$ cat config.mk
export PLATFORM = sky130hd
export DESIGN_NAME = ysyx_22050710_ifu
export DESIGN_NICKNAME = d
export VERILOG_FILES = /design/src/hw/ysyx_22050710_ifu.sv
export VERILOG_INCLUDE_DIRS = /design/src /design/src/hw
export SDC_FILE = /design/constraint.sdc
export NUM_CORES = 1
export LEC_CHECK = 0
export BUFFER_PORTS_ARGS = -buffer_cell sky130_fd_sc_hd__buf_2
export CORE_MARGIN = 4
export CORE_UTILIZATION = 30
export DETAILED_ROUTE_END_ITERATION = 16
export PLACE_DENSITY = 0.5
export SYNTH_ARGS = -nofsm -noshare
export SYNTH_HDL_FRONTEND = slang
export SYNTH_SLANG_ARGS = --single-unit
$ cat constraint.sdc
create_clock -name i_clk -period 3.4 [get_ports i_clk]
set_input_delay 1.02 -clock i_clk [delete_from_list [all_inputs] [get_ports i_clk]]
set_output_delay 1.02 -clock i_clk [all_outputs]
set_load 0.02 [all_outputs]
$ cat src/hw/ysyx_22050710_macros.svh
// Width, reset vector and opcode constants shared by the core RTL and its testbench.
`ifndef YSYX_22050710_MACROS_SVH
`define YSYX_22050710_MACROS_SVH

`define YSYX_XLEN      64
`define YSYX_RESET_PC  64'h0000_0000_8000_0000

// Major opcodes.
`define YSYX_OP_LUI    7'b0110111
`define YSYX_OP_AUIPC  7'b0010111
`define YSYX_OP_JAL    7'b1101111
`define YSYX_OP_JALR   7'b1100111
`define YSYX_OP_IMM    7'b0010011
`define YSYX_OP_STORE  7'b0100011
`define YSYX_OP_SYSTEM 7'b1110011

// Minor opcodes.
`define YSYX_F3_ADDI   3'b000
`define YSYX_F3_JALR   3'b000
`define YSYX_F3_SD     3'b011
`define YSYX_F3_PRIV   3'b000
`define YSYX_IMM_EBREAK 12'h001

`endif

$ cat src/hw/ysyx_22050710_ifu.sv
// Fetch unit; holds the program counter and the halted flag and computes the next PC.
`timescale 1ns/1ns
`default_nettype none

`include "ysyx_22050710_macros.svh"

module ysyx_22050710_ifu (
  input  logic                  i_clk,
  input  logic                  i_rst_n,
  input  logic                  i_halt,
  input  logic                  i_jump,
  input  logic                  i_base_reg,
  input  logic [`YSYX_XLEN-1:0] i_rs1,
  input  logic [`YSYX_XLEN-1:0] i_imm,
  output logic [`YSYX_XLEN-1:0] o_pc,
  output logic                  o_halted
);

  logic [`YSYX_XLEN-1:0] base;
  logic [`YSYX_XLEN-1:0] target;
  logic [`YSYX_XLEN-1:0] pc_next;

  assign base   = i_base_reg ? i_rs1 : o_pc;
  assign target = base + i_imm;

  // Jump targets drop bit 0.
  assign pc_next = i_jump ? {target[`YSYX_XLEN-1:1], 1'b0} : o_pc + `YSYX_XLEN'(4);

  // The PC stays on the ebreak once it has been seen.
  always_ff @(posedge i_clk or negedge i_rst_n) begin
    if (!i_rst_n) begin
      o_pc     <= `YSYX_RESET_PC;
      o_halted <= 1'b0;
    end else if (!o_halted) begin
      if (i_halt) begin
        o_halted <= 1'b1;
      end else begin
        o_pc <= pc_next;
      end
    end
  end

endmodule

`default_nettype wire

# Word-level counts from Yosys, hierarchy flattened

Cells that the tools add are included.

$add $sub $neg: 2
Mux-type cells: 4
Bitwise operators: 2
Reduce and logical (&&, ||, !) cells: 1

Operator list:

| cell                    | number |
|---|---|
| $mux W64                | 2 |
| $add A64 B3 Y64 const B | 1 |
| $add A64 B64 Y64        | 1 |
| $mux W1                 | 2 |
| $not A1 Y1              | 2 |
| $reduce_and A2 Y1       | 1 |

Flip-flop bits (word level): 65
Bits of input ports: 133
Output and inout bits: 65
Logic and storage cells: 11

# Longest topological paths before layout

Depth in word-level cells: 3
Depth in mapped cells: 17
Mapped depth without buffers: 13

# Worst setup path after synthesis

Ideal clock, no wire load.

Kind: input to register
Start point: input i_base_reg
End point: register o_pc[63]
Setup time: 130 ps
Data arrival time: 4,511 ps
Data required time: 3,270 ps
Setup slack: -1,241 ps
Cell stages on the path: 15
Path buffers: 3
Path through: buf_4 -> clkbuf_1 -> clkbuf_1 -> mux2_2 -> ha_1 -> a21o_1 -> a21o_1 -> a221oi_1 -> o221a_2 -> o21ai_0 -> a211oi_1 -> o41ai_2 -> a221oi_2 -> and4_1 -> nor3_2

Word-level cells in the longest chain between the ends: 3

Ends and longest elaborated chain:

| what                   | RTL line                | source |
|---|---|---|
| start: declaration     | ysyx_22050710_ifu.sv:12 | `input logic i_base_reg,` |
| $mux W64               | ysyx_22050710_ifu.sv:23 | `assign base = i_base_reg ? i_rs1 : o_pc;` |
| $add A64 B64 Y64       | ysyx_22050710_ifu.sv:24 | `assign target = base + i_imm;` |
| $mux W64               | ysyx_22050710_ifu.sv:27 | `` assign pc_next = i_jump ? {target[`YSYX_XLEN-1:1], 1'b0} : o_pc + `YSYX_XLEN'(4); `` |
| end signal: assignment | ysyx_22050710_ifu.sv:32 | `` o_pc <= `YSYX_RESET_PC; `` |
| end signal: assignment | ysyx_22050710_ifu.sv:38 | `o_pc <= pc_next;` |
| end: declaration       | ysyx_22050710_ifu.sv:15 | `` output logic [`YSYX_XLEN-1:0] o_pc, `` |

Every way passes these cells.
A chain may end at the register's enable or synchronous reset.

# Final worst setup path

Start point: input i_base_reg
End point: register o_pc[52]

The elaborated chain is that of the path after synthesis.

==> run metrics <==
PortBufs=around 200; nets@finish=about 1800; critical path class=primary input to flip-flop; fin worst setup slack=-0.393 ns; Synth top area share=0.187; f_max=around 260 MHz; critical path's slowest cell=o41a_4; Post-synth top flop=dfrtp_1; # Max-Cap Violations=0; Initial Utilization=0.304; mapped cell area=0.00844 mm²; post-synthesis simple-gate area fraction=0.217; post-synth top area cell=dfrtp_1; crit-path max FO=7; Routed Antenna Nets=0; wire per inst=about 19 µm; diode count=0; drt pass-1 iters=7; clock buffer depth=2; I/O Pins=about 200; Post-CTS Hold Buffers=0; adder-cell area share of the yosys netlist=0.0957; Peak supply drop=roughly 0.00024 V; Leak=approximately 6.3 nW; die area=around 0.031 mm²; status=finished with violations; min Tclk post-route=between 3 and 4 ns; crit-path max cell delay=0.37 ns; crit path launch type=primary input; unrepaired setup endpoints after global routing=true; total CTS buffers=9; initial antenna violation count=0; FF/Latch Area=~0.0016 mm²; CP Capture Type=flip-flop; Final Hold Vio Count=0; GR Overflow Total=0; # clock sinks=64; failing checks=negative setup slack; Post-Synthesis Cells=roughly 1100; Pins Over Slew Limit=0; CTS H-tree lvls=3; Layout area overhead=65.6%; crit-path cells=buf_16, buf_12, mux2_4, ha_4, nand4_1, a211oi_4, buf_4, nor3_2, o41a_4, o31ai_4, a21oi_4, o311ai_4, o41ai_2, a211o_1; Die Wd=approximately 180 µm; vias=~11000; largest family of logic cells by synthesized area=compound AO/OA/AOI/OAI gates; syn nets=1318; most common cell after layout, fill and taps aside=buf_4; relative slew slack=0.493; layout cells sized above 1=0.497; Multi-input gate area=0.00783 mm²; final worst hold slack=roughly 0.55 ns; syn_area_per_cell=~7.5 µm²; DRC violation total after the first TritonRoute iteration=707; dpl hpwl=roughly 29000 µm; number of flops mapped to enable cells by yosys=0; clock root cell=clkbuf_16; Crit path arrival time=approximately 4 ns; GR Util All Layers=0.235; gpl congestion=approximately 0.9; final setup violating endpoints=34; Setup Skew=approximately 0.012 ns; Core ar.=around 0.028 mm²; synth unique cells=just over 80; mux share of post-synthesis cell area=0.0809; vias in the first global route=10398; Seq cells post-synth=64; Hold Path Class=flip-flop to flip-flop; pwr dens=398 mW/mm²; Slew @ Worst Pin=about 0.75 ns; final worst path period share=1.12; Clock transition at path regs=around 0.060 ns; complex-gate fraction of the synthesized area=0.319; DRT Wirelength=~38000 µm; insertion delay to the later sink of the worst-skew pair=around 0.35 ns; Post-Synth XOR/XNOR Area=0.0550; commonest cells after routing, fill and taps aside=buf_4 (305), buf_2 (194), a21oi_1 (118); synth warn=0; fillers=roughly 2700; DRC violations left=0; Worst Path Required=3.63 ns; global-route wire length before repair=~58000 µm; die height=176 µm; TritonCTS clock tree=done; num rows=61; largest net degree at the start of global routing=between 50 and 60; total power=5.57 mW; asr flop ratio synth=1.00; Synth area leaders=dfrtp_1 (19%), a21oi_1 (9.4%), ha_1 (9.3%), mux2_2 (7.7%), o21ai_0 (5.6%); Via density=5.43; sequential-to-total area share from yosys stat=0.190
[cells in the mapped netlist, types with 6 or more instances]
cell and number:
a211oi_1 6, a21o_1 40, a21oi_1 158, a221oi_1 6, a31oi_1 12, and2_1 9
and3_1 29, buf_1 6, buf_2 8, clkbuf_1 49, dfrtp_1 63, ha_1 63
inv_1 24, mux2_2 58, nand2_1 85, nand3_1 44, nand4_1 27, nor2_1 95
nor3_1 29, nor4_1 10, o211ai_1 6, o21a_1 8, o21ai_0 94, o21bai_1 12
o22a_1 13, o22ai_1 10, xnor2_1 32, xor2_1 21
[sequential cells by signal, indices dropped and copies added (netlist names)]
name	flops
o_pc	63
o_halted	1
[area by class of cell]
cell class,instances,area share
inverter,25,0.00671
tap,378,0.0338
multi-input combinational,966,0.560
clock inverter,4,0.00322
timing repair buffer,527,0.265
sequential,64,0.115
clock buffer,11,0.0174
[cells by family (layout without fill, tap and decap cells)]
kind of cell	count (synthesis)	count (layout)
flops	64	64
other cells	1	1
simple gates	366	366
compound gates	421	421
mux	61	61
xor+xnor	53	53
fa+ha+maj	64	64
buf+inv	91	567
[worst max-delay path, delay by kind of cell]
kind | cells | cell delay [ns]
compound gates | 7 | 1.76
buf+inv | 3 | 0.44
mux | 1 | 0.31
fa+ha+maj | 1 | 0.28
simple gates | 2 | 0.20
[repair_timing]
item / CTS / global route
setup endpoints to repair: 46 / 43
buffers inserted: 20 / 14
hold endpoints to repair: 0 / 0
gates resized for setup: 149 / 107
pin swaps: 77 / 69
gates cloned: 4 / 0
[worst paths after layout]
kind,start,endpoint,slack [ns],cells after the start
max in group asynchronous,i_rst_n,o_pc[31],1.85,2
min,o_pc[31],o_pc[31],0.55,2
max reg2reg,o_pc[8],o_pc[52],0.06,13
min in group asynchronous,i_rst_n,o_pc[4],0.68,1
max,i_base_reg,o_pc[52],-0.39,14
min reg2reg,o_pc[31],o_pc[31],0.55,2
[report_power, final]
part           total, mW  internal [mW]  switching [mW]
Combinational       3.58           1.77            1.81
Clock              0.990          0.582           0.409
Sequential         0.993          0.874           0.119
Total               5.57           3.23            2.34
[through the flow]
stage	worst slack (ns)	util	instance area, µm²	std cells	TNS [ns]
after floorplan	-0.685	-	8640	1121	-12.71
after global placement	-0.965	0.433	12000	1926	-34.63
after detailed placement	-1.00	0.433	12000	1926	-34.83
after CTS	-0.366	0.480	13300	1963	-4.46
after global routing	-0.452	0.503	14000	1975	-9.37
final	-0.393	0.503	14000	1975	-5.86
[metal layers]
metal | track usage | part of all wire | up-vias
met1 | 0.315 | 0.44 | 5122
met2 | 0.401 | 0.48 | 387
met5 | 0 | 0 | -
met4 | 0.0526 | 0.020 | 0
met3 | 0.0338 | 0.057 | 48
li1 | - | - | 5168
No activity file was read; power rests on OpenSTA's default activity.
