<file path="config.mk">
export PLATFORM = sky130hd
export DESIGN_NAME = ysyx_22050710_exu
export DESIGN_NICKNAME = d
export VERILOG_FILES = /design/src/hw/ysyx_22050710_pkg.sv /design/src/hw/ysyx_22050710_exu.sv
export VERILOG_INCLUDE_DIRS = /design/src /design/src/hw
export SDC_FILE = /design/constraint.sdc
export NUM_CORES = 1
export LEC_CHECK = 0
export BUFFER_PORTS_ARGS = -buffer_cell sky130_fd_sc_hd__buf_2
export CORE_AREA = 2 2 187 189
export DETAILED_ROUTE_END_ITERATION = 10
export DIE_AREA = 0 0 189 191
export PLACE_DENSITY = 0.48
export RECOVER_POWER = 25
export SLEW_MARGIN = 20
export SYNTH_ARGS = -nofsm -noshare
export SYNTH_HDL_FRONTEND = slang
export SYNTH_SLANG_ARGS = --single-unit
</file>
<file path="constraint.sdc">
create_clock -name vclk -period 10.55
set_input_delay 1.5825 -clock vclk [all_inputs]
set_output_delay 1.5825 -clock vclk [all_outputs]
set_load 0.005 [all_outputs]
</file>
<file path="src/hw/ysyx_22050710_macros.svh">
// Width, reset vector and opcode constants shared by the core RTL and its testbench.
`ifndef YSYX_22050710_MACROS_SVH
`define YSYX_22050710_MACROS_SVH

`define YSYX_XLEN      64
`define YSYX_RESET_PC  64'h0000_0000_8000_0000

// Major opcodes.
`define YSYX_OP_LUI    7'b0110111
`define YSYX_OP_AUIPC  7'b0010111
`define YSYX_OP_JAL    7'b1101111
`define YSYX_OP_JALR   7'b1100111
`define YSYX_OP_IMM    7'b0010011
`define YSYX_OP_STORE  7'b0100011
`define YSYX_OP_SYSTEM 7'b1110011

// Minor opcodes.
`define YSYX_F3_ADDI   3'b000
`define YSYX_F3_JALR   3'b000
`define YSYX_F3_SD     3'b011
`define YSYX_F3_PRIV   3'b000
`define YSYX_IMM_EBREAK 12'h001

`endif

</file>
<file path="src/hw/ysyx_22050710_pkg.sv">
// Shared types for the core: instruction formats, decoder control and result records.
`default_nettype none

`include "ysyx_22050710_macros.svh"

package ysyx_22050710_pkg;

  typedef struct packed {
    logic [6:0] funct7;
    logic [4:0] rs2;
    logic [4:0] rs1;
    logic [2:0] funct3;
    logic [4:0] rd;
    logic [6:0] opcode;
  } inst_r_t;

  typedef struct packed {
    logic [11:0] imm;
    logic [4:0]  rs1;
    logic [2:0]  funct3;
    logic [4:0]  rd;
    logic [6:0]  opcode;
  } inst_i_t;

  typedef struct packed {
    logic [6:0] imm_11_5;
    logic [4:0] rs2;
    logic [4:0] rs1;
    logic [2:0] funct3;
    logic [4:0] imm_4_0;
    logic [6:0] opcode;
  } inst_s_t;

  typedef struct packed {
    logic       imm_12;
    logic [5:0] imm_10_5;
    logic [4:0] rs2;
    logic [4:0] rs1;
    logic [2:0] funct3;
    logic [3:0] imm_4_1;
    logic       imm_11;
    logic [6:0] opcode;
  } inst_b_t;

  typedef struct packed {
    logic [19:0] imm_31_12;
    logic [4:0]  rd;
    logic [6:0]  opcode;
  } inst_u_t;

  typedef struct packed {
    logic       imm_20;
    logic [9:0] imm_10_1;
    logic       imm_11;
    logic [7:0] imm_19_12;
    logic [4:0] rd;
    logic [6:0] opcode;
  } inst_j_t;

  // One instruction word, seen through each encoding format.
  typedef union packed {
    inst_r_t r;
    inst_i_t i;
    inst_s_t s;
    inst_b_t b;
    inst_u_t u;
    inst_j_t j;
  } inst_t;

  typedef enum logic [3:0] {
    ALU_ADD    = 4'b0000,
    ALU_COPY_B = 4'b0011,
    ALU_HALT   = 4'b1110,
    ALU_NONE   = 4'b1111
  } alu_op_e;

  // b_sel: 00 is rs2, 01 is the immediate, 10 is the constant 4.
  typedef struct packed {
    logic                  reg_wen;
    logic                  a_is_pc;
    logic [1:0]            b_sel;
    alu_op_e               alu_op;
    logic                  pc_jump;
    logic                  pc_base_reg;
    logic                  mem_wen;
    logic                  halt;
    logic [`YSYX_XLEN-1:0] imm;
    logic [4:0]            ra;
    logic [4:0]            rb;
    logic [4:0]            rd;
  } ctrl_t;

  typedef struct packed {
    logic                  valid;
    logic [4:0]            rd;
    logic [`YSYX_XLEN-1:0] data;
  } wb_t;

  typedef struct packed {
    logic                  valid;
    logic [`YSYX_XLEN-1:0] addr;
    logic [`YSYX_XLEN-1:0] data;
  } store_t;

endpackage

`default_nettype wire

</file>
<file path="src/hw/ysyx_22050710_exu.sv">
// Execute unit; selects ALU operands, runs the ALU and forms the writeback and store records.
`timescale 1ns/1ns
`default_nettype none

`include "ysyx_22050710_macros.svh"

module ysyx_22050710_exu (
  input  ysyx_22050710_pkg::ctrl_t  i_ctrl,
  input  logic [`YSYX_XLEN-1:0]     i_pc,
  input  logic [`YSYX_XLEN-1:0]     i_rdata_a,
  input  logic [`YSYX_XLEN-1:0]     i_rdata_b,
  input  logic                      i_active,
  output ysyx_22050710_pkg::wb_t    o_wb,
  output ysyx_22050710_pkg::store_t o_store
);

  logic [`YSYX_XLEN-1:0] op_a;
  logic [`YSYX_XLEN-1:0] op_b;
  logic [`YSYX_XLEN-1:0] alu_out;

  assign op_a = i_ctrl.a_is_pc ? i_pc : i_rdata_a;

  always_comb begin
    case (i_ctrl.b_sel)
      2'b00:   op_b = i_rdata_b;
      2'b01:   op_b = i_ctrl.imm;
      default: op_b = `YSYX_XLEN'(4);
    endcase
  end

  // halt and unknown opcodes produce nothing.
  always_comb begin
    case (i_ctrl.alu_op)
      ysyx_22050710_pkg::ALU_ADD:    alu_out = op_a + op_b;
      ysyx_22050710_pkg::ALU_COPY_B: alu_out = op_b;
      default:                       alu_out = '0;
    endcase
  end

  always_comb begin
    o_wb.valid    = i_ctrl.reg_wen & i_active;
    o_wb.rd       = i_ctrl.rd;
    o_wb.data     = alu_out;
    // Store address comes out of the adder, data is rs2.
    o_store.valid = i_ctrl.mem_wen & i_active;
    o_store.addr  = alu_out;
    o_store.data  = i_rdata_b;
  end

endmodule

`default_nettype wire

</file>
# Yosys cells after proc, flatten, opt, wreduce, memory -nomap -nowiden
# Cells that the tools add are included.
# W data, S select, Z words.
# classes
add_sub_neg	1
n_eq_ne	2
n_mux	3
bitwise_logic	2
n_reduce_logical	2
# ops
operator	count
$pmux W64 S2	2
$add A64 B64 Y64	1
$mux W64	1
$eq A4 B2 Y1 const B	1
$logic_not A4 Y1	1
$and A1 B1 Y1	2
$eq A2 B1 Y1 const B	1
$logic_not A2 Y1	1
# totals
ff_bits	0
in_bits	284
out_inout_bits	199
word_cells	10

# Depth between registers and ports, before layout
# logic_depth
ltp_word	4
ltp_mapped	19
ltp_nobuf	16

# Worst setup path before layout
# OpenSTA, ideal clock, no wires.
# synth_path
kind	input-to-output
startpoint	in i_ctrl[87] (netlist bit)
endpoint	out o_wb[62] (netlist bit)
t_arrival_ns	5.489
t_required_ns	8.968
path_slack_ns	3.478
cell_stages	19
path_buffers	3
path_cell_list	clkbuf_1 clkbuf_1 mux2i_1 nor2_1 ha_1 inv_1 fa_1 nand2b_1 a21oi_1 o31ai_1 a31oi_1 o41a_1 nor3_1 o21ai_2 a41oi_2 o31a_1 mux2_1 nand2_1 buf_4
# synth_rtl
item	line_no	text
from (decl)	ysyx_22050710_exu.sv:8	input ysyx_22050710_pkg::ctrl_t i_ctrl,
to (decl)	ysyx_22050710_exu.sv:13	output ysyx_22050710_pkg::wb_t o_wb,

==> results.txt <==
The commonest non-fill, non-tap cell in the layout is buf_2. The count of buffers from port buffering is 460. Summed over all layers, the global routing overflow is 0. The initial antenna violation count is 0. The worst-case headroom to the max-slew limit is 0.465. The via density per instance came out at 4.64. The antenna cell count is 0.

The post-cts sizing count came out at 0. The final routed wirelength across all metal layers came out at 29500 µm. The count of maximum capacitance violations came out at 0. The critical path is of the in -> out type. The detailed-route DRC error count came out at 0. The total of hold buffers inserted after clock tree synthesis is 0. The average detailed-routed wire length per instance is 16.5 µm. The total routing usage reported by global routing is 0.151. The number of cells in the finished layout apart from fillers is 1786. The leakage component of the power is 4.64 nW. Setup repair after global routing left no endpoint under its margin.

After the first detailed-routing iteration, the DRC count stood at 420. The total vias in the final route is 8289. The total placed cells including tap cells is 1786.

Static timing analysis puts the maximum clock frequency at 126 MHz. The sequential area share after synthesis is 0. Counting distinct cell types in the post-synthesis netlist gives 64. The global-route wire length before repair is 44000 µm. The number of iterations in the first detailed-routing pass came out at 5. The worst setup path is captured at a primary output. Once the clock tree was built, the setup fixing pass inserted 0 buffers. The power density relative to cell area came out at 54.5 nW/µm². The pin slew with the least headroom to its limit is 0.802 ns.

The met3 layer wire length in the routed design is 1350 µm. The total die area is 36100 µm². For this configuration, the core starts out at a cell density of 0.208.

The final layout contains a sequential cell count of 0. The growth of design area from synthesis to finish came out at 24.4%. The final-layout clock buffer total came out at 0. The max-slew violation count came out at 0. The placeable core region came out at 34100 µm². The count of endpoints failing hold in the final timing report is 0. The number of ports placed on the die boundary came out at 483. The number of warnings issued by yosys is 0.

In the detailed route, the total length drawn on met2 is 13900 µm. Entering global routing, the biggest net connects 65 pins. The fraction of final layout cells with drive strength greater than 1 came out at 0.401. The post-route minimum period is 7.96 ns. The required time at the worst-slack endpoint is 8.97 ns.

STA classifies the critical path startpoint as a primary input. The width of the die came out at 189 µm. In the layout the commonest cells are 443 x buf_2, 111 x nand2_1, 104 x nor2_1.

In this run the vertical extent of the chip is 191 µm. The placer congestion estimate came out at 0.838. The placement row count came out at 68. The flow ran to the end, and the final reports show no timing, DRC or antenna violations. The biggest fanout along the worst timing path came out at 41.

The topmost layer with routed signal wires is met4. When the netlist entered floorplanning its net count stood at 1396. The final sum of negative setup slack is 0 ns.

Once layout is done, the placed cells without fillers occupy 8830 µm². The total setup violations reported at the end of the flow is 0. Once detailed placement completed, the half-perimeter wirelength came to 25200 µm.

The storage element area came out at 0 µm². The post-synthesis average cell area is 6.78 µm². The number of antenna-violating nets in the routed design came out at 0. The arrival time of data at the critical path endpoint came out at 6.37 ns. The layout has 3912 filler cells. The maximum VDD drop is 25.2 µV. The placed instances occupy a cell area of 8850 µm². Synthesis produced 1048 cells. The number of global-route vias before repair was 7945.

In the final design database the tool counted 1681 nets. The detailed-routing wirelength on met1 is 13900 µm. The cell area that synthesis handed to floorplanning was 7100 µm². The path class of the tightest hold or removal check is in -> out.

The part of the cycle the worst path needs came out at 0.754.
[area by class of cell]
cell class	count	area, µm²	share of cell area
multi-input combinational	843	5840	0.661
inverter	19	71.3	0.00807
timing repair buffer	469	2360	0.267
tap	455	569	0.0645
[critical path, cell delays in order]
cell	delay, ns
buf_4	0.49
mux2_2	0.41
ha_1	0.23
inv_1	0.07
fa_1	0.19
nand2b_1	0.15
a21oi_1	0.13
o31ai_1	0.43
a31oi_1	0.23
o41a_1	0.48
nor3_1	0.42
o21ai_2	0.21
a41oi_2	0.40
o31a_1	0.30
mux2_1	0.36
nand2_1	0.13
buf_2	0.14
[through the flow]
step           setup slack (ns)  power (W)   util  hold slack (ns)
4_1_cts                    2.55   0.000483  0.259             3.17
3_3_place_gp               2.57   0.000479  0.259             3.17
6_report                   2.59   0.000481  0.259             3.17
2_1_floorplan              3.48   0.000339      -             3.25
3_5_place_dp               2.53   0.000480  0.259             3.17
5_1_grt                    2.27   0.000534  0.259             3.17
[routing by layer]
layer | up-vias | GRT usage
met4 | 0 | 0.0168
met3 | 14 | 0.00643
li1 | 4179 | -
met1 | 3822 | 0.209
met2 | 274 | 0.265
met5 | - | 0
[final timing paths]
| check | start | endpoint | slack (ns) | cells after the start |
|---|---|---|---|---|
| setup / recovery | i_ctrl[89] | o_wb[62] | 2.59 | 17 |
| hold / removal | i_ctrl[3] | o_wb[67] | 3.17 | 0 |
[power by group]
group	switching, W	internal, W	total, W
Sequential	0	0	0
Clock	0	0	0
Combinational	0.000273	0.000208	0.000481
Total	0.000273	0.000208	0.000481
[synth_stat cells, types with 4 or more instances]
cell type | number | area share
a21o_1 | 30 | 0.032
mux2_2 | 62 | 0.098
a22o_1 | 7 | 0.0086
a31oi_1 | 7 | 0.0062
o211ai_1 | 6 | 0.0063
mux2i_1 | 65 | 0.092
nand2b_1 | 8 | 0.0070
inv_1 | 19 | 0.010
ha_1 | 63 | 0.11
nor4_1 | 4 | 0.0035
o21ai_0 | 91 | 0.064
nand3_1 | 14 | 0.0099
o21bai_1 | 15 | 0.016
xnor2_1 | 27 | 0.033
nor3_1 | 14 | 0.0099
buf_1 | 8 | 0.0042
clkbuf_1 | 44 | 0.023
a211oi_1 | 7 | 0.0074
nand2_1 | 112 | 0.059
a21oi_1 | 79 | 0.056
and3_1 | 9 | 0.0079
o31a_1 | 5 | 0.0062
nor2_1 | 104 | 0.055
xor2_1 | 31 | 0.038
nand4_1 | 16 | 0.014
buf_4 | 133 | 0.14
nor2b_1 | 8 | 0.0070
and2_1 | 6 | 0.0053
[cells by family (layout without fill, tap and decap cells)]
group | Yosys count | after routing | share of synthesized area
xor+xnor | 58 | 58 | 0.0715
fa+ha+maj | 64 | 64 | 0.114
simple gates | 309 | 309 | 0.195
buf+inv | 205 | 488 | 0.180
mux | 129 | 129 | 0.194
compound gates | 283 | 283 | 0.247
No activity file was read; power rests on OpenSTA's default activity.
