==> config.mk <==
export PLATFORM = sky130hd
export DESIGN_NAME = ysyx_22050710_idu
export DESIGN_NICKNAME = d
export VERILOG_FILES = /design/src/hw/ysyx_22050710_pkg.sv /design/src/hw/ysyx_22050710_idu.sv
export VERILOG_INCLUDE_DIRS = /design/src /design/src/hw
export SDC_FILE = /design/constraint.sdc
export NUM_CORES = 1
export LEC_CHECK = 0
export BUFFER_PORTS_ARGS = -buffer_cell sky130_fd_sc_hd__buf_2
export CAP_MARGIN = 20
export CELL_PAD_IN_SITES_DETAIL_PLACEMENT = 0
export CELL_PAD_IN_SITES_GLOBAL_PLACEMENT = 1
export CORE_ASPECT_RATIO = 1.25
export CORE_MARGIN = 2
export CORE_UTILIZATION = 21
export DETAILED_ROUTE_END_ITERATION = 10
export PLACE_DENSITY = 0.95
export SYNTH_ARGS = -nofsm -noshare
export SYNTH_HDL_FRONTEND = slang
export SYNTH_SLANG_ARGS = --single-unit
==> constraint.sdc <==
create_clock -name vclk -period 3
set_input_delay 0.15 -clock vclk [all_inputs]
set_output_delay 0.15 -clock vclk [all_outputs]
set_load 0.005 [all_outputs]
==> src/hw/ysyx_22050710_macros.svh <==
// Width, reset vector and opcode constants shared by the core RTL and its testbench.
`ifndef YSYX_22050710_MACROS_SVH
`define YSYX_22050710_MACROS_SVH

`define YSYX_XLEN      64
`define YSYX_RESET_PC  64'h0000_0000_8000_0000

// Major opcodes.
`define YSYX_OP_LUI    7'b0110111
`define YSYX_OP_AUIPC  7'b0010111
`define YSYX_OP_JAL    7'b1101111
`define YSYX_OP_JALR   7'b1100111
`define YSYX_OP_IMM    7'b0010011
`define YSYX_OP_STORE  7'b0100011
`define YSYX_OP_SYSTEM 7'b1110011

// Minor opcodes.
`define YSYX_F3_ADDI   3'b000
`define YSYX_F3_JALR   3'b000
`define YSYX_F3_SD     3'b011
`define YSYX_F3_PRIV   3'b000
`define YSYX_IMM_EBREAK 12'h001

`endif

==> src/hw/ysyx_22050710_pkg.sv <==
// Shared types for the core: instruction formats, decoder control and result records.
`default_nettype none

`include "ysyx_22050710_macros.svh"

package ysyx_22050710_pkg;

  typedef struct packed {
    logic [6:0] funct7;
    logic [4:0] rs2;
    logic [4:0] rs1;
    logic [2:0] funct3;
    logic [4:0] rd;
    logic [6:0] opcode;
  } inst_r_t;

  typedef struct packed {
    logic [11:0] imm;
    logic [4:0]  rs1;
    logic [2:0]  funct3;
    logic [4:0]  rd;
    logic [6:0]  opcode;
  } inst_i_t;

  typedef struct packed {
    logic [6:0] imm_11_5;
    logic [4:0] rs2;
    logic [4:0] rs1;
    logic [2:0] funct3;
    logic [4:0] imm_4_0;
    logic [6:0] opcode;
  } inst_s_t;

  typedef struct packed {
    logic       imm_12;
    logic [5:0] imm_10_5;
    logic [4:0] rs2;
    logic [4:0] rs1;
    logic [2:0] funct3;
    logic [3:0] imm_4_1;
    logic       imm_11;
    logic [6:0] opcode;
  } inst_b_t;

  typedef struct packed {
    logic [19:0] imm_31_12;
    logic [4:0]  rd;
    logic [6:0]  opcode;
  } inst_u_t;

  typedef struct packed {
    logic       imm_20;
    logic [9:0] imm_10_1;
    logic       imm_11;
    logic [7:0] imm_19_12;
    logic [4:0] rd;
    logic [6:0] opcode;
  } inst_j_t;

  // One instruction word, seen through each encoding format.
  typedef union packed {
    inst_r_t r;
    inst_i_t i;
    inst_s_t s;
    inst_b_t b;
    inst_u_t u;
    inst_j_t j;
  } inst_t;

  typedef enum logic [3:0] {
    ALU_ADD    = 4'b0000,
    ALU_COPY_B = 4'b0011,
    ALU_HALT   = 4'b1110,
    ALU_NONE   = 4'b1111
  } alu_op_e;

  // b_sel: 00 is rs2, 01 is the immediate, 10 is the constant 4.
  typedef struct packed {
    logic                  reg_wen;
    logic                  a_is_pc;
    logic [1:0]            b_sel;
    alu_op_e               alu_op;
    logic                  pc_jump;
    logic                  pc_base_reg;
    logic                  mem_wen;
    logic                  halt;
    logic [`YSYX_XLEN-1:0] imm;
    logic [4:0]            ra;
    logic [4:0]            rb;
    logic [4:0]            rd;
  } ctrl_t;

  typedef struct packed {
    logic                  valid;
    logic [4:0]            rd;
    logic [`YSYX_XLEN-1:0] data;
  } wb_t;

  typedef struct packed {
    logic                  valid;
    logic [`YSYX_XLEN-1:0] addr;
    logic [`YSYX_XLEN-1:0] data;
  } store_t;

endpackage

`default_nettype wire

==> src/hw/ysyx_22050710_idu.sv <==
// Instruction decoder; turns one instruction word into the control record for execute.
`timescale 1ns/1ns
`default_nettype none

`include "ysyx_22050710_macros.svh"

module ysyx_22050710_idu (
  input  ysyx_22050710_pkg::inst_t i_inst,
  output ysyx_22050710_pkg::ctrl_t o_ctrl
);

  logic [6:0] opcode;
  logic [2:0] funct3;

  logic inst_lui, inst_auipc, inst_jal, inst_jalr;
  logic inst_addi, inst_sd, inst_ebreak;
  logic type_i, type_u, type_s, type_j;

  logic [`YSYX_XLEN-1:0] imm_i, imm_u, imm_s, imm_j;
  logic [`YSYX_XLEN-1:0] imm;

  assign opcode = i_inst.r.opcode;
  assign funct3 = i_inst.r.funct3;

  assign inst_lui    = (opcode == `YSYX_OP_LUI);
  assign inst_auipc  = (opcode == `YSYX_OP_AUIPC);
  assign inst_jal    = (opcode == `YSYX_OP_JAL);
  assign inst_jalr   = (opcode == `YSYX_OP_JALR) && (funct3 == `YSYX_F3_JALR);
  assign inst_addi   = (opcode == `YSYX_OP_IMM) && (funct3 == `YSYX_F3_ADDI);
  assign inst_sd     = (opcode == `YSYX_OP_STORE) && (funct3 == `YSYX_F3_SD);
  // ebreak is the one fully fixed encoding.
  assign inst_ebreak = (opcode == `YSYX_OP_SYSTEM) && (funct3 == `YSYX_F3_PRIV) &&
                       (i_inst.i.imm == `YSYX_IMM_EBREAK) &&
                       (i_inst.i.rs1 == 5'd0) && (i_inst.i.rd == 5'd0);

  assign type_i = inst_addi | inst_jalr | inst_ebreak;
  assign type_u = inst_lui | inst_auipc;
  assign type_s = inst_sd;
  assign type_j = inst_jal;

  // Sign-extended immediates, one per format.
  assign imm_i = {{(`YSYX_XLEN-12){i_inst.i.imm[11]}}, i_inst.i.imm};
  assign imm_u = {{(`YSYX_XLEN-32){i_inst.u.imm_31_12[19]}}, i_inst.u.imm_31_12, 12'b0};
  assign imm_s = {{(`YSYX_XLEN-12){i_inst.s.imm_11_5[6]}}, i_inst.s.imm_11_5,
                  i_inst.s.imm_4_0};
  assign imm_j = {{(`YSYX_XLEN-21){i_inst.j.imm_20}}, i_inst.j.imm_20, i_inst.j.imm_19_12,
                  i_inst.j.imm_11, i_inst.j.imm_10_1, 1'b0};

  always_comb begin
    imm = '0;
    case (1'b1)
      type_i:  imm = imm_i;
      type_u:  imm = imm_u;
      type_s:  imm = imm_s;
      type_j:  imm = imm_j;
      default: imm = '0;
    endcase
  end

  always_comb begin
    o_ctrl.reg_wen     = inst_lui | inst_auipc | inst_jal | inst_jalr | inst_addi;
    // Operand A is the PC for pc-relative results and links.
    o_ctrl.a_is_pc     = inst_auipc | inst_jal | inst_jalr;
    o_ctrl.b_sel       = {inst_jal | inst_jalr, inst_lui | inst_auipc | inst_addi | inst_sd};
    o_ctrl.pc_jump     = inst_jal | inst_jalr;
    o_ctrl.pc_base_reg = inst_jalr;
    o_ctrl.mem_wen     = inst_sd;
    o_ctrl.halt        = inst_ebreak;
    o_ctrl.imm         = imm;
    o_ctrl.ra          = i_inst.r.rs1;
    o_ctrl.rb          = i_inst.r.rs2;
    o_ctrl.rd          = i_inst.r.rd;
    if (inst_lui) begin
      o_ctrl.alu_op = ysyx_22050710_pkg::ALU_COPY_B;
    end else if (inst_auipc | inst_jal | inst_jalr | inst_addi | inst_sd) begin
      o_ctrl.alu_op = ysyx_22050710_pkg::ALU_ADD;
    end else if (inst_ebreak) begin
      o_ctrl.alu_op = ysyx_22050710_pkg::ALU_HALT;
    end else begin
      o_ctrl.alu_op = ysyx_22050710_pkg::ALU_NONE;
    end
  end

endmodule

`default_nettype wire

### Word level (Yosys, flattened, before mapping)

Index checks and enable logic that the tools add are counted.

| storage, ports and cells | value |
|---|---|
| word-level logic and storage cells | 39 |
| flip-flop bits (word level) | 0 |
| input bits | 32 |
| output and inout bits | 91 |

| cells by class | value |
|---|---|
| equality and inequality tests | 9 |
| muxes and demuxes | 7 |
| bitwise operators | 13 |
| reduce and logical (&&, ||, !) cells | 10 |

Operator list:

| cell | number |
|---|---|
| 64-bit two-way mux | 4 |
| 7-bit equality test, second input constant | 3 |
| 7-bit by 5-bit equality test with 1-bit output, second input constant | 2 |
| 7-bit by 6-bit equality test with 1-bit output, second input constant | 2 |
| 1-bit bitwise OR | 13 |
| 12-bit by 1-bit equality test with 1-bit output, second input constant | 1 |
| 5-bit zero test | 2 |
| 4-bit two-way mux | 2 |
| 1-bit logical AND | 7 |
| 3-bit by 2-bit equality test with 1-bit output, second input constant | 1 |
| 3-bit zero test | 1 |
| 1-bit two-way mux | 1 |

### Longest topological paths before layout

Gate-level depths: netlist of run 1.

| depth | value |
|---|---|
| depth after elaboration | 8 |
| gate-level depth with buffers | 7 |
| gate-level depth less buffers | 5 |

### Least setup slack after synthesis of run 1

No wires, ideal clock.

| timing | value |
|---|---|
| path type | in2out |
| start | input port i_inst[5] in the netlist's numbering |
| end | output port o_ctrl[47] in the netlist's numbering |
| path slack | 0.409 ns |
| stages on the path | 6 |
| data arrival time | 2.441 ns |
| cells stage by stage | or4b_1 -> a211o_1 -> and2_1 -> buf_6 -> a31oi_2 -> buf_4 |

RTL lines:

| what | line | text |
|---|---|---|
| start: declaration | ysyx_22050710_idu.sv:8 | `input ysyx_22050710_pkg::inst_t i_inst,` |
| end: declaration | ysyx_22050710_idu.sv:9 | `output ysyx_22050710_pkg::ctrl_t o_ctrl` |

==> results.toml, run 1 <==
[outcome]
status = "finished, final reports clean"

[cells_and_area]
finalInstanceArea_um2 = 1330
drive_gt1_frac = 0.582
clkbuf_count = 0
seqCellArea_um2 = 0
seq_cells = 0
finalNetCount = 254
area_growth_pct = 27.2
num_antenna_cells = 0

[clocking]
cts-resized-gates = 0
cts_hold_buf = 0
cts_setup_buffers = 0

[timing]
post-route-min-period_ns = 2.22
setup_viol = 0
whs_ns = 0.515
tns_ns = 0
drv_slew = 0
finalHoldViolations = 0
rsz0062_at_grt = "no"
worstMarginPinSlew_ns = 0.801
max_slew_margin = 0.464
fmax_ghz = 0.450
timing.final.crit_share = 0.740

[pwr]
peakVddDrop_v = 0.0000302
p_leak_nw = 0.974
powerDensity_nw_per_um2 = 66.6
total_power_w = 0.0000888

[floorplan]
initial_utilization = 0.220
ios = 123
dieHeight_um = 83.0
die_area_um2 = 5570
die_w_um = 67.2
rows = 28
coreArea_um2 = 4760

[route]
first_iter_violations = 24
num_vias = 1298
drc = 0
firstDrtPassIters = 4
finalWirelength_um = 3740
wl_per_cell_um = 13.3
drt-vias-per-instance = 4.64
postRouteAntennaNets = 0

[placed_design]
dpl_cell_area_um2 = 1330
io_buffers = 123
routabilityCongestion = 0.889
dpl.hpwl_um = 3210

[worst_setup_path]
end_kind = "output pin"
worst_ep_required_time_ns = 2.85
start_kind = "primary input"
cp_max_fo = 33
crit_type = "in2out"
cp_data_arrival_time_ns = 2.07

[global_routing]
grt_pass1_wl_um = 5490
grt_pass1_vias = 1094
grt_max_degree = 34
grtUsageTotal = 0.120
antenna_found_initial = 0
grt-ovfl-total = 0

[synth]
avgSynthCellArea_um2 = 6.89
synth_cell_types = 34
syn_inst = 152
yosysSeqAreaShare = 0
synth_area_um2 = 1050
synth_warnings = 0
syn-num-nets = 184

[run]
max_cap_viol_count = 0

[worst_hold_path]
hold_path_class = "in2out"
==> area by class of cell <==
| type | count | area [um2] |
|---|---|---|
| fill | 548 | 3430 |
| timing repair buffer | 124 | 623 |
| multi-input combinational | 90 | 612 |
| tap | 60 | 75.1 |
| inverter | 6 | 22.5 |
==> metal layers <==
metal  global-route usage  part of all wire  routed length, um  vias up
met1                0.156              0.42               1570      578
met2                0.226              0.49               1850       86
met3              0.00542             0.084                314        0
met5                    0                 0                  0        -
li1                     -                 -                  -      634
met4                    0                 0                  0        0
==> layout by cell type, fill, tap and decap left out <==
| cell type | Yosys | routed |
|---|---|---|
| or3_1 | 1 | 1 |
| a31oi_2 | 1 | 1 |
| a21o_1 | 18 | 18 |
| a21boi_2 | 1 | 1 |
| nand3b_1 | 2 | 2 |
| buf_2 | 0 | 123 |
| nand3_1 | 3 | 3 |
| inv_1 | 6 | 6 |
| a21oi_2 | 2 | 2 |
| buf_4 | 52 | 1 |
| nor2b_1 | 1 | 1 |
| nand2_1 | 9 | 9 |
| or4b_1 | 1 | 1 |
| nor2_1 | 4 | 4 |
| nor4bb_1 | 1 | 1 |
| a21oi_1 | 2 | 2 |
| or4_1 | 2 | 2 |
| o211ai_1 | 3 | 3 |
| nand4_1 | 3 | 3 |
| and3b_1 | 1 | 1 |
| and2_1 | 2 | 2 |
| o21ai_0 | 1 | 1 |
| and4b_1 | 2 | 2 |
| a22o_1 | 4 | 4 |
| nor4b_1 | 3 | 3 |
| nand4b_1 | 1 | 1 |
| nor4_1 | 7 | 7 |
| o21bai_1 | 1 | 1 |
| a211o_1 | 1 | 1 |
| nor3_1 | 5 | 5 |
| o22ai_1 | 1 | 1 |
| a21boi_1 | 5 | 5 |
| nand2b_1 | 2 | 2 |
==> worst paths after layout <==
kind | endpoint | start | cells past startpoint
setup / recovery | o_ctrl[62] | i_inst[5] | 7
hold / removal | o_ctrl[13] | i_inst[18] | 2
==> logic make-up (layout without fill, tap and decap cells) <==
kind of cell           Yosys count  count (layout)  synth area share
and+or+nand+nor                 50              50             0.289
AOI/OAI and AO/OA               40              40             0.295
buffers and inverters           62             130             0.416
==> power breakdown <==
group          switching [W]  total [W]  internal [W]  leakage, nW
Combinational      0.0000490  0.0000888     0.0000398        0.974
Clock                      0          0             0            0
Sequential                 0          0             0            0
==> synthesized netlist by cell type, types with 2 or more instances <==
library cell | n | area share
a21boi_1 | 5 | 0.036
nand3_1 | 3 | 0.014
nand2b_1 | 2 | 0.012
clkbuf_1 | 3 | 0.011
nor2_1 | 4 | 0.014
nor4_1 | 7 | 0.042
buf_4 | 52 | 0.37
nand3b_1 | 2 | 0.014
o211ai_1 | 3 | 0.022
nand4_1 | 3 | 0.018
nor3_1 | 5 | 0.024
a21oi_2 | 2 | 0.017
a22o_1 | 4 | 0.033
a21oi_1 | 2 | 0.0096
nand2_1 | 9 | 0.032
and2_1 | 2 | 0.012
inv_1 | 6 | 0.022
or4_1 | 2 | 0.014
and4b_1 | 2 | 0.019
nor4b_1 | 3 | 0.025
a21o_1 | 18 | 0.13
==> metrics by stage <==
stage	utilization	std cells	worst slack [ns]
global placement	0.280	280	0.811
detailed placement	0.280	280	0.757
CTS	0.280	280	0.754
finish	0.280	280	0.779
floorplan	-	152	0.409
global route	0.280	280	0.595
==> worst max-delay path, cell delays in order <==
cell and delay (ns):
buf_2 0.14, or4b_1 0.51, a211o_1 0.38, and2_1 0.28, a31oi_2 0.19, buf_4 0.26
buf_2 0.16
No activity file was read; power rests on OpenSTA's default activity.
==> inputs of run 2 (changes only) <==
--- a/config.mk
+++ b/config.mk
@@ -6,15 +6,16 @@
 export SDC_FILE = /design/constraint.sdc
 export NUM_CORES = 1
 export LEC_CHECK = 0
+export ABC_AREA = 1
 export BUFFER_PORTS_ARGS = -buffer_cell sky130_fd_sc_hd__buf_2
 export CAP_MARGIN = 20
 export CELL_PAD_IN_SITES_DETAIL_PLACEMENT = 0
 export CELL_PAD_IN_SITES_GLOBAL_PLACEMENT = 1
 export CORE_ASPECT_RATIO = 1.25
 export CORE_MARGIN = 2
-export CORE_UTILIZATION = 21
+export CORE_UTILIZATION = 18
 export DETAILED_ROUTE_END_ITERATION = 10
-export PLACE_DENSITY = 0.95
+export PLACE_DENSITY = 0.9
 export SYNTH_ARGS = -nofsm -noshare
 export SYNTH_HDL_FRONTEND = slang
 export SYNTH_SLANG_ARGS = --single-unit
==> constraint.sdc (replaced) <==
create_clock -name vclk -period 2
set_input_delay 0.1 -clock vclk [all_inputs]
set_output_delay 0.1 -clock vclk [all_outputs]
set_load 0.005 [all_outputs]
==> results.toml, run 2 <==
[synth]
synth_area_um2 = 1100
yosys-top-cells-count = "nand2_1, buf_4, nor2_1"
avgSynthCellArea_um2 = 5.21
synth_warnings = 0
synth_cell_types = 20
synth_top_area_share = 0.354
yosysTopAreaCell = "buf_4"
yosysSeqAreaShare = 0
syn-num-nets = 244
syn_inst = 212
synth_area_leaders = "buf_4, nand2_1, nor2_1, nand3_1, inv_1"
synth.most_common_cell = "nand2_1"

[cells_and_area]
layout_commonest_cell = "buf_2"
seqCellArea_um2 = 0
finalInstanceArea_um2 = 1440
fin_util = 0.245
num_antenna_cells = 0
finalNetCount = 318
area_growth_pct = 30.3
clkbuf_count = 0
drive_gt1_frac = 0.504
fillers = 700
seq_cells = 0
final_cell_mix = "buf_2, nand2_1, nor2_1"

[timing]
fmax_ghz = 0.623
finalHoldViolations = 0
fin_ws_ns = 0.395
max_slew_margin = 0.726
drv_slew = 0
timing.final.crit_share = 0.803
worstMarginPinSlew_ns = 0.408
tns_ns = 0
setup_viol = 0
rsz0062_at_grt = "no"
post-route-min-period_ns = 1.61

[pwr]
powerDensity_nw_per_um2 = 89.0
p_sw_frac = 0.567
total_power_w = 0.000128
p_int_w = 0.0000554
clockPowerShare = 0
seqPwrFrac = 0
power.switching_w = 0.0000725
peakVddDrop_v = 0.0000324
power_frac_comb = 1.000
p_leak_nw = 1.14

[worst_setup_path]
crit_family = "simple AND/OR/NAND/NOR gates"
cp_data_arrival_time_ns = 1.51
cp_max_fo = 33
cp_num_cells = 11
worst_ep_required_time_ns = 1.90
end_kind = "output pin"
start_kind = "primary input"
cp.buffers_inverters = 3
critPathMaxStageDelay_ns = 0.23
crit_type = "in2out"
crit_chain = "buf_2 -> nand2_1 -> nor2_2 -> nand3_1 -> nor2_1 -> nand2_2 -> nand2_4 -> nand2_4 -> nand2_1 -> buf_4 -> buf_2"
cpMaxStageDelayCell = "buf_4"

[route]
drt-vias-per-instance = 3.88
firstDrtPassIters = 4
num_vias = 1421
first_iter_violations = 51
postRouteAntennaNets = 0
drc = 0
finalWirelength_um = 3740
wl_per_cell_um = 10.2

[placed_design]
io_buffers = 123
dpl_cell_area_um2 = 1440
dpl.hpwl_um = 3370
routabilityCongestion = 0.833
pre_cts_ws_ns = 0.385

[global_routing]
grt_max_degree = 34
grt-ovfl-total = 0
grt_pass1_vias = 1164
grt_pass1_wl_um = 5450
antenna_found_initial = 0
grtUsageTotal = 0.0984

[worst_hold_path]
worst_hold_path.num_cells = 2
hold_path_class = "in2out"

[floorplan]
die_w_um = 74.0
die_area_um2 = 6780
ios = 123
rows = 31
dieHeight_um = 91.5
coreArea_um2 = 5860
initial_utilization = 0.188

[outcome]
status = "finished, final reports clean"

[run]
max_cap_viol_count = 0

[clocking]
cts_setup_buffers = 0
cts-resized-gates = 0
cts_hold_buf = 0
## run 2: changes by cell type after synthesis, moves of 5 or more
cell      previous run  this run
nand2_1              9        68
a21boi_1             5         0
nor4_1               7         1
a21o_1              18         0
inv_1                6        20
nand3_1              3        18
nor2_1               4        28
## run 2: path summary, 6_finish.rpt
| kind | slack (ns) | end | from |
|---|---|---|---|
| setup / recovery | 0.39 | o_ctrl[48] | i_inst[1] |
| hold / removal | 0.40 | o_ctrl[12] | i_inst[17] |
## run 2: cell families (layout without fill, tap and decap cells)
kind of cell / after synthesis / count (layout) / share of synthesized area
AOI/OAI and AO/OA: 3 / 3 / 0.0204
buffers and inverters: 78 / 150 / 0.450
and+or+nand+nor: 131 / 131 / 0.529
## run 2: metal layers
layer / track usage / wire, um / up-vias
met5: 0 / 0 / -
met4: 0 / 0 / 0
met3: 0.00111 / 234 / 0
met2: 0.208 / 2070 / 68
met1: 0.110 / 1440 / 611
li1: - / - / 742
## run 2: power groups by stage
stage          clock network (W)  registers, W  logic (W)
5_1_grt                        0             0   0.000144
3_3_place_gp                   0             0   0.000127
6_report                       0             0   0.000128
2_1_floorplan                  0             0  0.0000720
4_1_cts                        0             0   0.000130
3_5_place_dp                   0             0   0.000129
## run 2: cell type report
type / count / area, um2 / area share
Timing Repair Buffer: 126 / 638 / 0.444
Multi-Input combinational cell: 134 / 607 / 0.422
Tap cell: 82 / 103 / 0.0714
Inverter: 24 / 90.1 / 0.0627
## run 2: per-stage QoR
| stage | hold slack [ns] | std cells |
|---|---|---|
| floorplan | 0.271 | 212 |
| global placement | 0.397 | 366 |
| detailed placement | 0.399 | 366 |
| CTS | 0.400 | 366 |
| global route | 0.405 | 366 |
| finish | 0.399 | 366 |
==> inputs of run 3 (changes only) <==
==> constraint.sdc (replaced) <==
create_clock -name vclk -period 1.4
set_input_delay 0.07 -clock vclk [all_inputs]
set_output_delay 0.07 -clock vclk [all_outputs]
set_load 0.005 [all_outputs]
==> results.toml, run 3 (synthesis gave the netlist of run 2 again) <==
[worst_hold_path]
worst_hold_path.num_cells = 2
hold_path_class = "in2out"

[run]
max_cap_viol_count = 0

[route]
firstDrtPassIters = 4
first_iter_violations = 42
finalWirelength_um = 4030
drc = 0
num_vias = 1504
drt-vias-per-instance = 3.97
postRouteAntennaNets = 0
wl_per_cell_um = 10.6

[pwr]
p_leak_nw = 1.28
powerDensity_nw_per_um2 = 139
total_power_w = 0.000245
peakVddDrop_v = 0.0000546

[cells_and_area]
finalNetCount = 331
finalInstanceArea_um2 = 1770
fillers = 665
num_antenna_cells = 0
final_cell_mix = "buf_2, nand2_1, nor2_1"
clkbuf_count = 0
layout_commonest_cell = "buf_2"
seqCellArea_um2 = 0
drive_gt1_frac = 0.613
seq_cells = 0
multiInputGateArea_um2 = 781
area_growth_pct = 60.0

[global_routing]
antenna_found_initial = 0
grt_max_degree = 34
grt_pass1_wl_um = 5320
met3_usage = 0.00555
grt-ovfl-total = 0
grt_util_met1 = 0.106
grtUsageTotal = 0.0970
busiest_layer = "met2"
grt_pass1_vias = 1151
grt_use_met2 = 0.196

[timing]
worstMarginPinSlew_ns = 0.384
finalHoldViolations = 0
post-route-min-period_ns = 1.37
fmax_ghz = 0.732
max_slew_margin = 0.743
setup_viol = 0
timing.final.crit_share = 0.975
drv_slew = 0

[floorplan]
rows = 31
die_w_um = 74.0
coreArea_um2 = 5860
dieHeight_um = 91.5
die_area_um2 = 6780
ios = 123
initial_utilization = 0.188

[worst_setup_path]
start_kind = "primary input"
cp_max_fo = 5
worst_ep_required_time_ns = 1.33
cp_data_arrival_time_ns = 1.30
end_kind = "output pin"
crit_type = "in2out"

[placed_design]
io_buffers = 123
routabilityCongestion = 0.858
dpl_cell_area_um2 = 1490
dpl.hpwl_um = 3350

[outcome]
status = "finished, final reports clean"

[clocking]
cts_hold_buf = 0
-- run 3: path summary, 6_finish.rpt --
| path | from | end |
|---|---|---|
| setup / recovery | i_inst[3] | o_ctrl[42] |
| hold / removal | i_inst[18] | o_ctrl[13] |
-- run 3: layer usage --
layer	vias up	wire length, um
met5	-	0
met3	4	251
li1	770	-
met1	654	1510
met2	76	2210
met4	0	68
-- run 3: final cells by class --
| class | count | area share |
|---|---|---|
| multi-input combinational | 135 | 0.442 |
| tap | 82 | 0.0581 |
| inverter | 24 | 0.0553 |
| timing repair buffer | 138 | 0.444 |
-- run 3: where the power goes --
part	switching, W	total [W]	internal [W]
sequential	0	0	0
clock	0	0	0
combinational	0.000131	0.000245	0.000114
total	0.000131	0.000245	0.000114
-- run 3: timing repair --
action                     CTS  global route
gates cloned                 0             1
setup endpoints to repair   43            55
buffers inserted             0             6
pin swaps                    0            24
resized for setup            5            53
-- run 3: worst max-delay path, cell delays in order --
cell	delay [ns]
buf_6	0.11
inv_4	0.06
nand2_4	0.05
nor2_4	0.16
nand3_2	0.10
nor2_2	0.12
nand2_2	0.10
nand2_4	0.12
nand2_8	0.09
buf_6	0.14
nand3_1	0.06
buf_2	0.11
-- run 3: per-stage QoR --
step,setup WS [ns],hold slack [ns],utilization,cells,TNS [ns]
CTS,0.00281,0.344,0.259,372,0
finish,0.0345,0.314,0.301,379,0
global placement,-0.0240,0.338,0.254,372,-0.758
detailed placement,-0.0305,0.341,0.254,372,-1.01
global route,-0.0319,0.329,0.301,379,-0.345
floorplan,0.0766,0.211,-,212,0
